`config.mk`:
```
export PLATFORM = sky130hd
export DESIGN_NAME = cp0_regfile
export DESIGN_NICKNAME = d
export VERILOG_FILES = /design/src/source/cp0_pkg.sv /design/src/source/cp0_timer.sv /design/src/source/cp0_exception_ctrl.sv /design/src/source/cp0_read_mux.sv /design/src/source/cp0_regfile.sv
export SDC_FILE = /design/constraint.sdc
export NUM_CORES = 1
export LEC_CHECK = 0
export BUFFER_PORTS_ARGS = -buffer_cell sky130_fd_sc_hd__buf_2
export CELL_PAD_IN_SITES_DETAIL_PLACEMENT = 0
export CELL_PAD_IN_SITES_GLOBAL_PLACEMENT = 1
export CORE_ASPECT_RATIO = 0.9
export CORE_MARGIN = 2
export CORE_UTILIZATION = 42
export DETAILED_ROUTE_END_ITERATION = 10
export GPL_TIMING_DRIVEN = 0
export MAX_ROUTING_LAYER = met4
export PLACE_DENSITY = 0.85
export SYNTH_ARGS = -nofsm -noshare
export SYNTH_HDL_FRONTEND = slang
export SYNTH_HIERARCHICAL = 1
export SYNTH_SLANG_ARGS = --single-unit
```
`constraint.sdc`:
```
create_clock -name clk -period 9.5 [get_ports clk]
set_input_delay 2.85 -clock clk [delete_from_list [all_inputs] [get_ports clk]]
set_output_delay 2.85 -clock clk [all_outputs]
set_load 0.03 [all_outputs]
```
`src/source/cp0_pkg.sv`:
```
`default_nettype none

package cp0_pkg;

    // ----------------------------------------
    // Widths
    // ----------------------------------------
    localparam int CP0_ADDR_W = 8;
    localparam int CP0_DATA_W = 32;

    // Register address is {regnum, sel}, all at select 0
    localparam logic [CP0_ADDR_W-1:0] ADDR_BADVADDR = 8'd64;
    localparam logic [CP0_ADDR_W-1:0] ADDR_COUNT    = 8'd72;
    localparam logic [CP0_ADDR_W-1:0] ADDR_COMPARE  = 8'd88;
    localparam logic [CP0_ADDR_W-1:0] ADDR_STATUS   = 8'd96;
    localparam logic [CP0_ADDR_W-1:0] ADDR_CAUSE    = 8'd104;
    localparam logic [CP0_ADDR_W-1:0] ADDR_EPC      = 8'd112;
    localparam logic [CP0_ADDR_W-1:0] ADDR_PRID     = 8'd120;
    localparam logic [CP0_ADDR_W-1:0] ADDR_CONFIG0  = 8'd128;

    // ----------------------------------------
    // Exception codes
    // ----------------------------------------
    localparam logic [4:0] EXC_INT     = 5'h00;
    localparam logic [4:0] EXC_MOD     = 5'h01;
    localparam logic [4:0] EXC_TLBL    = 5'h02;
    localparam logic [4:0] EXC_TLBS    = 5'h03;
    localparam logic [4:0] EXC_ADEL    = 5'h04;
    localparam logic [4:0] EXC_ADES    = 5'h05;
    localparam logic [4:0] EXC_CPU     = 5'h0b;
    // Private codes, never seen by software
    localparam logic [4:0] EXC_ERET    = 5'h18;
    localparam logic [4:0] EXC_REFETCH = 5'h19;

    // ----------------------------------------
    // Field positions and masks
    // ----------------------------------------
    localparam int STATUS_EXL_BIT = 1;
    localparam int CAUSE_BD_BIT   = 31;
    localparam int CAUSE_TI_BIT   = 30;
    localparam int CAUSE_CE_HI    = 29;
    localparam int CAUSE_CE_LO    = 28;
    // IP7..IP2 come from hardware, IP1..IP0 from software
    localparam int CAUSE_IP_HI    = 15;
    localparam int CAUSE_IP_HW_LO = 10;
    localparam int CAUSE_EXC_HI   = 6;
    localparam int CAUSE_EXC_LO   = 2;

    // CU0, BEV, IM, UM, EXL, IE
    localparam logic [CP0_DATA_W-1:0] STATUS_WMASK = 32'h1040_ff13;
    localparam logic [CP0_DATA_W-1:0] STATUS_RESET = 32'h0040_0000;
    // IV and the two software interrupt bits
    localparam logic [CP0_DATA_W-1:0] CAUSE_WMASK  = 32'h0080_0300;

    // Compare parked far from Count so no tick fires out of reset
    localparam logic [CP0_DATA_W-1:0] COMPARE_RESET = 32'hffff_ffff;

    localparam logic [CP0_DATA_W-1:0] PRID_VALUE    = 32'h0001_8000;
    // M = 1, MT = 1 (standard TLB), K0 = 3 (cacheable)
    localparam logic [CP0_DATA_W-1:0] CONFIG0_VALUE = 32'h8000_0083;

    // Either slot targets addr this cycle
    function automatic logic slot_write_hit(
        input logic                  wr0_en,
        input logic [CP0_ADDR_W-1:0] wr0_addr,
        input logic                  wr1_en,
        input logic [CP0_ADDR_W-1:0] wr1_addr,
        input logic [CP0_ADDR_W-1:0] addr
    );
        return (wr0_en && (wr0_addr == addr)) || (wr1_en && (wr1_addr == addr));
    endfunction

    // Slot 1 is the younger instruction, so its data wins
    function automatic logic [CP0_DATA_W-1:0] slot_write_data(
        input logic                  wr1_en,
        input logic [CP0_ADDR_W-1:0] wr1_addr,
        input logic [CP0_DATA_W-1:0] wr0_data,
        input logic [CP0_DATA_W-1:0] wr1_data,
        input logic [CP0_ADDR_W-1:0] addr
    );
        return (wr1_en && (wr1_addr == addr)) ? wr1_data : wr0_data;
    endfunction

endpackage

`default_nettype wire

```
`src/source/cp0_timer.sv`:
```
`timescale 1ns/1ps
`default_nettype none

module cp0_timer import cp0_pkg::*; (
    input  wire logic                  clk,
    input  wire logic                  reset_i,
    input  wire logic                  wr0_en_i,
    input  wire logic [CP0_ADDR_W-1:0] wr0_addr_i,
    input  wire logic [CP0_DATA_W-1:0] wr0_data_i,
    input  wire logic                  wr1_en_i,
    input  wire logic [CP0_ADDR_W-1:0] wr1_addr_i,
    input  wire logic [CP0_DATA_W-1:0] wr1_data_i,
    output logic      [CP0_DATA_W-1:0] count_o,
    output logic      [CP0_DATA_W-1:0] compare_o,
    output logic                       timer_irq_o
);

    logic                  half_tick;
    logic [CP0_DATA_W-1:0] count_q;
    logic [CP0_DATA_W-1:0] compare_q;
    logic                  count_wr;
    logic                  compare_wr;
    logic [CP0_DATA_W-1:0] wdata_count;
    logic [CP0_DATA_W-1:0] wdata_compare;

    // Software writes from either issue slot
    assign count_wr      = slot_write_hit(wr0_en_i, wr0_addr_i, wr1_en_i, wr1_addr_i, ADDR_COUNT);
    assign compare_wr    = slot_write_hit(wr0_en_i, wr0_addr_i, wr1_en_i, wr1_addr_i,
                                          ADDR_COMPARE);
    assign wdata_count   = slot_write_data(wr1_en_i, wr1_addr_i, wr0_data_i, wr1_data_i,
                                           ADDR_COUNT);
    assign wdata_compare = slot_write_data(wr1_en_i, wr1_addr_i, wr0_data_i, wr1_data_i,
                                           ADDR_COMPARE);

    // Count runs at half the core clock
    always_ff @(posedge clk) begin
        if (reset_i) begin
            half_tick <= 1'b0;
            count_q   <= '0;
        end else begin
            half_tick <= ~half_tick;
            if (count_wr) begin
                count_q <= wdata_count;
            end else if (half_tick) begin
                count_q <= count_q + 1'b1;
            end
        end
    end

    always_ff @(posedge clk) begin
        if (reset_i) begin
            compare_q <= COMPARE_RESET;
        end else if (compare_wr) begin
            compare_q <= wdata_compare;
        end
    end

    // Sticky timer flag, cleared only by writing Compare
    always_ff @(posedge clk) begin
        if (reset_i || compare_wr) begin
            timer_irq_o <= 1'b0;
        end else if (count_q == compare_q) begin
            timer_irq_o <= 1'b1;
        end
    end

    assign count_o   = count_q;
    assign compare_o = compare_q;

    // Free-running Count never skips a value
    a_count_step: assert property (@(posedge clk) disable iff (reset_i)
        !count_wr |=> (count_q - $past(count_q)) <= 1)
        else $error("Count stepped by more than one");

endmodule

`default_nettype wire

```
`src/source/cp0_exception_ctrl.sv`:
```
`timescale 1ns/1ps
`default_nettype none

module cp0_exception_ctrl import cp0_pkg::*; (
    input  wire logic                  clk,
    input  wire logic                  reset_i,
    input  wire logic [5:0]            int_i,
    input  wire logic                  timer_irq_i,
    input  wire logic                  wr0_en_i,
    input  wire logic [CP0_ADDR_W-1:0] wr0_addr_i,
    input  wire logic [CP0_DATA_W-1:0] wr0_data_i,
    input  wire logic                  wr1_en_i,
    input  wire logic [CP0_ADDR_W-1:0] wr1_addr_i,
    input  wire logic [CP0_DATA_W-1:0] wr1_data_i,
    input  wire logic                  exc_valid_i,
    input  wire logic [4:0]            exc_code_i,
    input  wire logic [CP0_DATA_W-1:0] exc_pc_i,
    input  wire logic [CP0_DATA_W-1:0] exc_badaddr_i,
    input  wire logic                  exc_delay_slot_i,
    input  wire logic                  exc_cop_unit_i,
    output logic      [CP0_DATA_W-1:0] status_o,
    output logic      [CP0_DATA_W-1:0] cause_o,
    output logic      [CP0_DATA_W-1:0] epc_o,
    output logic      [CP0_DATA_W-1:0] badvaddr_o
);

    logic [CP0_DATA_W-1:0] status_q, status_d;
    logic [CP0_DATA_W-1:0] cause_q, cause_d;
    logic [CP0_DATA_W-1:0] epc_q;
    logic [CP0_DATA_W-1:0] badvaddr_q;

    logic exc_ret;
    logic exc_refetch;
    logic exc_entry;
    logic exc_first;
    logic exc_addr_fault;
    logic exc_cpu;

    logic status_wr;
    logic cause_wr;
    logic epc_wr;

    // ----------------------------------------
    // Strobe classification
    // ----------------------------------------
    assign exc_ret     = exc_valid_i && (exc_code_i == EXC_ERET);
    assign exc_refetch = exc_valid_i && (exc_code_i == EXC_REFETCH);
    assign exc_entry   = exc_valid_i && !exc_ret && !exc_refetch;
    // Nested entries keep the state of the outer one
    assign exc_first   = exc_entry && !status_q[STATUS_EXL_BIT];

    // Address and TLB faults report the faulting address
    assign exc_addr_fault = exc_entry && ((exc_code_i == EXC_ADEL) || (exc_code_i == EXC_ADES)
        || (exc_code_i == EXC_TLBL) || (exc_code_i == EXC_TLBS) || (exc_code_i == EXC_MOD));
    assign exc_cpu = exc_entry && (exc_code_i == EXC_CPU);

    assign status_wr = slot_write_hit(wr0_en_i, wr0_addr_i, wr1_en_i, wr1_addr_i, ADDR_STATUS);
    assign cause_wr  = slot_write_hit(wr0_en_i, wr0_addr_i, wr1_en_i, wr1_addr_i, ADDR_CAUSE);
    assign epc_wr    = slot_write_hit(wr0_en_i, wr0_addr_i, wr1_en_i, wr1_addr_i, ADDR_EPC);

    // ----------------------------------------
    // Status
    // ----------------------------------------
    always_comb begin
        status_d = status_q;
        if (status_wr) begin
            status_d = (status_q & ~STATUS_WMASK)
                     | (slot_write_data(wr1_en_i, wr1_addr_i, wr0_data_i, wr1_data_i,
                                        ADDR_STATUS) & STATUS_WMASK);
        end
        // Hardware overrides the software write on EXL
        if (exc_ret) begin
            status_d[STATUS_EXL_BIT] = 1'b0;
        end else if (exc_entry) begin
            status_d[STATUS_EXL_BIT] = 1'b1;
        end
    end

    // ----------------------------------------
    // Cause
    // ----------------------------------------
    always_comb begin
        cause_d = cause_q;
        if (cause_wr) begin
            cause_d = (cause_q & ~CAUSE_WMASK)
                    | (slot_write_data(wr1_en_i, wr1_addr_i, wr0_data_i, wr1_data_i,
                                       ADDR_CAUSE) & CAUSE_WMASK);
        end
        // IP7 shares its line with the timer
        cause_d[CAUSE_IP_HI:CAUSE_IP_HW_LO] = {int_i[5] | timer_irq_i, int_i[4:0]};
        if (exc_first) begin
            cause_d[CAUSE_BD_BIT]              = exc_delay_slot_i;
            cause_d[CAUSE_EXC_HI:CAUSE_EXC_LO] = exc_code_i;
        end
        // Only CP1 or CP0 can be the unusable unit here
        if (exc_cpu) begin
            cause_d[CAUSE_CE_HI:CAUSE_CE_LO] = {1'b0, exc_cop_unit_i};
        end
    end

    always_ff @(posedge clk) begin
        if (reset_i) begin
            status_q <= STATUS_RESET;
            cause_q  <= '0;
        end else begin
            status_q <= status_d;
            cause_q  <= cause_d;
        end
    end

    // EPC points at the branch when the victim sits in its delay slot
    always_ff @(posedge clk) begin
        if (exc_first) begin
            epc_q <= exc_delay_slot_i ? (exc_pc_i - 32'd4) : exc_pc_i;
        end else if (epc_wr) begin
            epc_q <= slot_write_data(wr1_en_i, wr1_addr_i, wr0_data_i, wr1_data_i, ADDR_EPC);
        end
    end

    // Loaded regardless of EXL
    always_ff @(posedge clk) begin
        if (exc_addr_fault) begin
            badvaddr_q <= exc_badaddr_i;
        end
    end

    assign status_o   = status_q;
    // TI is the timer flag itself, no extra stage
    assign cause_o    = cause_q | (CP0_DATA_W'(timer_irq_i) << CAUSE_TI_BIT);
    assign epc_o      = epc_q;
    assign badvaddr_o = badvaddr_q;

    a_nested_keeps: assert property (@(posedge clk) disable iff (reset_i)
        (exc_entry && status_q[STATUS_EXL_BIT] && !epc_wr) |=>
        (epc_q == $past(epc_q))
        && (cause_q[CAUSE_EXC_HI:CAUSE_EXC_LO] == $past(cause_q[CAUSE_EXC_HI:CAUSE_EXC_LO])))
        else $error("Nested exception changed EPC or ExcCode");

    a_eret_clears_exl: assert property (@(posedge clk) disable iff (reset_i)
        exc_ret |=> !status_q[STATUS_EXL_BIT])
        else $error("EXL still set after ERET");

endmodule

`default_nettype wire

```
`src/source/cp0_read_mux.sv`:
```
`timescale 1ns/1ps
`default_nettype none

module cp0_read_mux import cp0_pkg::*; (
    input  wire logic [CP0_ADDR_W-1:0] rd_addr_i,
    input  wire logic [CP0_DATA_W-1:0] badvaddr_i,
    input  wire logic [CP0_DATA_W-1:0] count_i,
    input  wire logic [CP0_DATA_W-1:0] compare_i,
    input  wire logic [CP0_DATA_W-1:0] status_i,
    input  wire logic [CP0_DATA_W-1:0] cause_i,
    input  wire logic [CP0_DATA_W-1:0] epc_i,
    output logic      [CP0_DATA_W-1:0] rd_data_o
);

    // ----------------------------------------
    // Address decode
    // ----------------------------------------
    always_comb begin
        case (rd_addr_i)
            ADDR_BADVADDR: begin
                rd_data_o = badvaddr_i;
            end
            ADDR_COUNT: begin
                rd_data_o = count_i;
            end
            ADDR_COMPARE: begin
                rd_data_o = compare_i;
            end
            ADDR_STATUS: begin
                rd_data_o = status_i;
            end
            ADDR_CAUSE: begin
                rd_data_o = cause_i;
            end
            ADDR_EPC: begin
                rd_data_o = epc_i;
            end
            // Hardwired identification
            ADDR_PRID: begin
                rd_data_o = PRID_VALUE;
            end
            ADDR_CONFIG0: begin
                rd_data_o = CONFIG0_VALUE;
            end
            // Unimplemented registers read as zero
            default: begin
                rd_data_o = '0;
            end
        endcase
    end

endmodule

`default_nettype wire

```
`src/source/cp0_regfile.sv`:
```
`timescale 1ns/1ps
`default_nettype none

module cp0_regfile import cp0_pkg::*; (
    input  wire logic                  clk,
    input  wire logic                  reset_i,
    input  wire logic [5:0]            int_i,
    // Write slots
    input  wire logic                  wr0_en_i,
    input  wire logic [CP0_ADDR_W-1:0] wr0_addr_i,
    input  wire logic [CP0_DATA_W-1:0] wr0_data_i,
    input  wire logic                  wr1_en_i,
    input  wire logic [CP0_ADDR_W-1:0] wr1_addr_i,
    input  wire logic [CP0_DATA_W-1:0] wr1_data_i,
    // Read ports
    input  wire logic [CP0_ADDR_W-1:0] rd0_addr_i,
    input  wire logic [CP0_ADDR_W-1:0] rd1_addr_i,
    output logic      [CP0_DATA_W-1:0] rd0_data_o,
    output logic      [CP0_DATA_W-1:0] rd1_data_o,
    // Exception strobe
    input  wire logic                  exc_valid_i,
    input  wire logic [4:0]            exc_code_i,
    input  wire logic [CP0_DATA_W-1:0] exc_pc_i,
    input  wire logic [CP0_DATA_W-1:0] exc_badaddr_i,
    input  wire logic                  exc_delay_slot_i,
    input  wire logic                  exc_cop_unit_i,
    // Pipeline view
    output logic      [CP0_DATA_W-1:0] status_o,
    output logic      [CP0_DATA_W-1:0] cause_o,
    output logic      [CP0_DATA_W-1:0] epc_o
);

    logic [CP0_DATA_W-1:0] count;
    logic [CP0_DATA_W-1:0] compare;
    logic [CP0_DATA_W-1:0] badvaddr;
    logic                  timer_irq;

    cp0_timer u_timer (
        .clk         (clk),
        .reset_i     (reset_i),
        .wr0_en_i    (wr0_en_i),
        .wr0_addr_i  (wr0_addr_i),
        .wr0_data_i  (wr0_data_i),
        .wr1_en_i    (wr1_en_i),
        .wr1_addr_i  (wr1_addr_i),
        .wr1_data_i  (wr1_data_i),
        .count_o     (count),
        .compare_o   (compare),
        .timer_irq_o (timer_irq)
    );

    cp0_exception_ctrl u_exc (
        .clk              (clk),
        .reset_i          (reset_i),
        .int_i            (int_i),
        .timer_irq_i      (timer_irq),
        .wr0_en_i         (wr0_en_i),
        .wr0_addr_i       (wr0_addr_i),
        .wr0_data_i       (wr0_data_i),
        .wr1_en_i         (wr1_en_i),
        .wr1_addr_i       (wr1_addr_i),
        .wr1_data_i       (wr1_data_i),
        .exc_valid_i      (exc_valid_i),
        .exc_code_i       (exc_code_i),
        .exc_pc_i         (exc_pc_i),
        .exc_badaddr_i    (exc_badaddr_i),
        .exc_delay_slot_i (exc_delay_slot_i),
        .exc_cop_unit_i   (exc_cop_unit_i),
        .status_o         (status_o),
        .cause_o          (cause_o),
        .epc_o            (epc_o),
        .badvaddr_o       (badvaddr)
    );

    // One mux per issue slot
    cp0_read_mux u_rd0 (
        .rd_addr_i  (rd0_addr_i),
        .badvaddr_i (badvaddr),
        .count_i    (count),
        .compare_i  (compare),
        .status_i   (status_o),
        .cause_i    (cause_o),
        .epc_i      (epc_o),
        .rd_data_o  (rd0_data_o)
    );

    cp0_read_mux u_rd1 (
        .rd_addr_i  (rd1_addr_i),
        .badvaddr_i (badvaddr),
        .count_i    (count),
        .compare_i  (compare),
        .status_i   (status_o),
        .cause_i    (cause_o),
        .epc_i      (epc_o),
        .rd_data_o  (rd1_data_o)
    );

endmodule

`default_nettype wire

```
## Word-level counts from Yosys, hierarchy flattened

Index checks and enable logic that the tools add are counted.

- Register bits after elaboration: 194
- Input port bits: 178
- Output and inout port bits: 160
- Logic and storage cells: 110

- Muxes and demuxes: 18
- Bitwise gates (word level): 5
- Eq/ne operators: 35
- Add/sub/neg operators: 2
- Reductions and logical operators: 37

Operator list:

| kind | count |
|---|---|
| 32-bit one-hot mux with 8 select lines | 2 |
| 32-bit 2-to-1 mux | 9 |
| 8-bit by 7-bit == test with 1-bit output, second input constant | 24 |
| 32-bit by 1-bit adder with 32-bit output, second input constant | 1 |
| 32-bit == test | 1 |
| 32-bit by 24-bit OR with 32-bit output | 1 |
| 32-bit by 29-bit OR with 32-bit output | 1 |
| 32-bit by 31-bit OR with 32-bit output | 1 |
| 32-bit by 3-bit subtractor with 32-bit output, second input constant | 1 |
| 29-bit 2-to-1 mux | 1 |
| 24-bit 2-to-1 mux | 1 |
| 1-bit logical AND | 17 |
| 8-bit == test, second input constant | 2 |
| 5-bit by 2-bit == test with 1-bit output, second input constant | 2 |
| 5-bit by 3-bit == test with 1-bit output, second input constant | 2 |
| 5-bit == test, second input constant | 2 |
| 1-bit logical OR | 10 |
| 2-bit nonzero test | 5 |
| 5-bit by 1-bit == test with 1-bit output, second input constant | 1 |
| 5-bit by 4-bit == test with 1-bit output, second input constant | 1 |
| 5-bit 2-to-1 mux | 1 |
| 2-bit OR reduction | 2 |
| 1-bit logical NOT | 3 |
| 1-bit 2-to-1 mux | 3 |
| 3 further kinds | 3 |

## Depth between registers and ports, before layout

- Depth in word-level cells: 7
- Depth in mapped cells: 8
- Mapped depth without buffers: 7

## Cells and area by module

The synthesis kept the hierarchy.

Modules (own cells, without submodules):

| module | sequential area each (sq um) | area each (sq um) | times used | cells each |
|---|---|---|---|---|
| cp0_exception_ctrl | 2502.4 | 4748.3 | 1 | 413 |
| cp0_timer | 1321.3 | 3996.3 | 1 | 533 |
| cp0_read_mux | 0.0 | 1686.6 | 2 | 237 |

## Worst setup path before layout

No wires, ideal clock.

- Path kind: input -> output
- Start: input port rd0_addr_i[3]
- End: output port rd0_data_o[0]
- Buffers on the path: 3
- Stages: 6
- Required time: 6650 ps
- Data arrival time: 4458 ps
- Path slack: 2192 ps
- Cell sequence: buf_2 buf_2 buf_2 a31oi_1 o211ai_1 nor3b_1

- Longest elaborated chain between the ends: 2
- Elaborated cells between the ends (all ways): 9
- Classes of those cells: eq/ne: 8; mux: 1

RTL lines:

| what | line | source |
|---|---|---|
| from (decl) | cp0_regfile.sv:16 | `input wire logic [CP0_ADDR_W-1:0] rd0_addr_i,` |
| 8-bit == test or 8-bit by 7-bit == test with 1-bit output (tied branches) | cp0_read_mux.sv:19 | `case (rd_addr_i)` |
| 32-bit one-hot mux with 8 select lines (*) | cp0_read_mux.sv:19 |  |
| to (decl) | cp0_regfile.sv:18 | `output logic [CP0_DATA_W-1:0] rd0_data_o,` |

Every way passes the cells marked *; elsewhere a longest branch is shown, timed or not.

## Worst setup path after layout

- Start: input port rd1_addr_i[1]
- End: output port rd1_data_o[28]

- Longest elaborated chain between the ends: 2
- Elaborated cells between the ends (all ways): 9
- Classes of those cells: eq/ne: 8; mux: 1

RTL lines:

| what | line | source |
|---|---|---|
| from (decl) | cp0_regfile.sv:17 | `input wire logic [CP0_ADDR_W-1:0] rd1_addr_i,` |
| 8-bit == test or 8-bit by 7-bit == test with 1-bit output (tied branches) | cp0_read_mux.sv:19 |  |
| 32-bit one-hot mux with 8 select lines (*) | cp0_read_mux.sv:19 |  |
| to (decl) | cp0_regfile.sv:19 | `output logic [CP0_DATA_W-1:0] rd1_data_o,` |

Marks and branches as above.

==> results.md <==
- Run status: complete, no violations
- Reg2Reg Launch Point: u_exc/status_o[1]
- CTS HTree Levels: 4
- Register clock-pin slew on the reported worst setup and hold paths: 0.07 ns
- Chip height: 165 um
- DR iter-0 viols: 2373
- Remaining DRCs: 0
- Max_slew headroom: 0.267
- CP endpoint kind: output port
- RSZ-0062 raised after global routing: no
- Top post-synthesis cells by area: edfxtp_1 (16%), dfxtp_1 (16%), mux2i_1 (13%)
- Sw frac: 0.340
- DP HPWL: 46400 um
- Mapped Cells: 1420
- Site row count: 58
- Worst hold path type: flip-flop to flip-flop
- Most common cell in the netlist: mux2i_1
- Post-synth top area cell: edfxtp_1
- Initial antenna violation count: 3
- Cts bufs inserted: 17
- Flop pwr share: 0.419
- Die W: 183 um
- Comb pwr share: 0.183
- Vias in the first global route: 12400
- Post-cts resize count: 0
- Share of cells above drive strength 1: 0.261
- DRT Wirelength: 58500 um
- Root Buffer: clkbuf_16
- Sink Count: 159
- Top cells by count, synth: mux2i_1 (152), nand2_1 (147), nor2_1 (133)
- Hold-fix buffers, CTS: 0
- Core Area: 28200 sq um
- Netlist cell types: 72
- GR Overflow Total: 0
- Vias: 13800
- Ys flop type: dfxtp_1
- Total negative slack: 0 ns
- Launch point of the critical path: rd1_addr_i[1]
- Setup Buffers After CTS: 0
- Total Routing Usage GR: 0.383
- Die area: 30200 sq um
- First-pass GRT wire length: 82000 um
- Top-area cell type share of the netlist area: 0.159
- Fin crit share: 0.834
- CTS max path bufs: 2
- CP max FO: 10
- Leak: 0.00653 uW
- CTS tree: yes
- Pin count of the biggest net entering global routing: 21
- Setup Viol. Count Final: 0
- Ys Warns: 6
- Post-synth EDFFs: 64
- Max_cap viols: 0
- Syn_area_per_cell: 8.53 sq um
- Routed wire per std cell: 27.1 um
- Final Cell Area: 14900 sq um
- Net Switching: 627 uW
- FMAX: 126 MHz
- Worst slew pin tran: 1.10 ns
- Post-DP Area: 14300 sq um
- Clock latency on the worst-skew pair: 0.46 ns
- Starting Density: 0.430
- Worst Skew: 0.0209 ns
- Worst path arrival time: 5.07 ns
- Final Hold Vio Count: 0
- Layout Nets: 1957
- Fin. max-slew vios: 0
- Final min period: 7.92 ns
- Gpl congestion: 1.05
- Critical path type: input pin to output port
- Clock share of power: 0.398
- Util after Layout: 0.530
- P_int: 1220 uW
- Min-delay src: u_exc/cause_q[2]
- FFs w/ async S/R, synth: 0
- Power per standard cell area: 124 nW/um^2
- Worst Setup Start Kind: input pin
- CP Data Required Time: 6.65 ns
- Maximum VDD drop: 120 uV
- Port bufs: 302
- Final ANT Viol Nets: 0
- Cell Area, Synth: 12100 sq um
- Pre-Repair DR Iteration Count: 6
- Seq/Total Area, Yosys: 0.316
- Layout area overhead: 23.1%
- Avg Vias per Cell: 6.42
- Fillcell total: 2791
- I/O pin count: 338
- Yosys reg bits: 159
-- cell families (layout without fill, tap and decap cells) --
logic type / count (synthesis) / in the layout / share of synthesized area
other: 1 / 38 / 0.000309
multiplexers: 162 / 162 / 0.135
buffers and inverters: 158 / 495 / 0.0660
adder cells (fa/ha/maj): 2 / 2 / 0.00206
XOR/XNOR: 87 / 87 / 0.0629
AND/OR/NAND/NOR: 521 / 521 / 0.225
AO/OA/AOI/OAI: 330 / 330 / 0.193
flip-flops: 159 / 159 / 0.316
-- area by class of cell --
class                   count  area, sq um  area share
diodes                      4         10.0    0.000671
clock buffers              17          425      0.0285
well taps                 360          450      0.0302
inverters                   9         33.8     0.00227
clock inverters            15          203      0.0136
multi-input cells        1136         7640       0.512
flip-flops and latches    159         3820       0.256
plain buffers             149          766      0.0514
repair buffers            305         1560       0.105
-- worst max-delay path: stages --
cell and delay (ns):
buf_2 0.10, nor3_1 0.48, and4b_1 0.27, clkbuf_1 0.32, clkbuf_1 0.50, nand2_1 0.13, o221ai_2 0.15, buf_2 0.27
-- cells in the final DEF, fill, tap and decap left out, types with 17 or more instances in the layout --
cell,count
nand4_1,27
nor2_1,133
nor4_1,20
mux2i_1,152
o221ai_1,18
buf_4,39
nand2_1,147
and3_1,43
o21ai_0,60
nand3_1,20
a21oi_1,62
a22oi_1,52
clkbuf_1,63
clkbuf_16,17
xnor2_1,73
dfxtp_1,95
conb_1,34
a211oi_1,18
buf_2,337
nor3_1,20
edfxtp_1,64
-- stage by stage --
| step | power (uW) | worst slack, ns | instances | hold slack (ns) |
|---|---|---|---|---|
| 6_report | 1840 | 1.58 | 2154 | 0.550 |
| 5_1_grt | 1890 | 1.42 | 2153 | 0.573 |
| 4_1_cts | 1830 | 1.60 | 2150 | 0.544 |
| 3_5_place_dp | 1110 | 1.59 | 2118 | 0.534 |
| 3_3_place_gp | 1100 | 1.07 | 2115 | 0.521 |
| 2_1_floorplan | 956 | 2.19 | 1453 | 0.461 |
-- registers in the layout, indices dropped and copies added (netlist names) --
register             count
u_timer/half_tick        1
u_exc/status_o          13
u_timer/count_o         32
u_timer/timer_irq_o      1
u_timer/compare_o       32
u_exc/badvaddr_o        32
u_exc/cause_q           16
u_exc/epc_o             32
-- power groups by stage --
stage,registers (uW),logic [uW],clock network [uW]
2_1_floorplan,793,164,0
3_3_place_gp,786,315,0
3_5_place_dp,785,322,0
4_1_cts,769,323,736
5_1_grt,773,353,761
6_report,773,336,734
-- final timing paths --
check                           slack, ns  depth (start not counted)          endpoint
worst min register to register       0.55                          2  u_exc/cause_q[2]
worst max register to register       6.73                          4   u_exc/epc_o[19]
worst max-delay path                 1.58                          8    rd1_data_o[28]
worst min-delay path                 0.55                          2  u_exc/cause_q[2]
-- per-layer routing --
| metal | track usage | vias to the layer above | share of wire |
|---|---|---|---|
| met5 | - | - | 0 |
| met4 | 0.125 | 0 | 0.036 |
| met3 | 0.0941 | 165 | 0.14 |
| met2 | 0.572 | 1241 | 0.43 |
| met1 | 0.509 | 6480 | 0.40 |
| li1 | - | 5952 | - |
No activity file was read; power rests on OpenSTA's default activity.
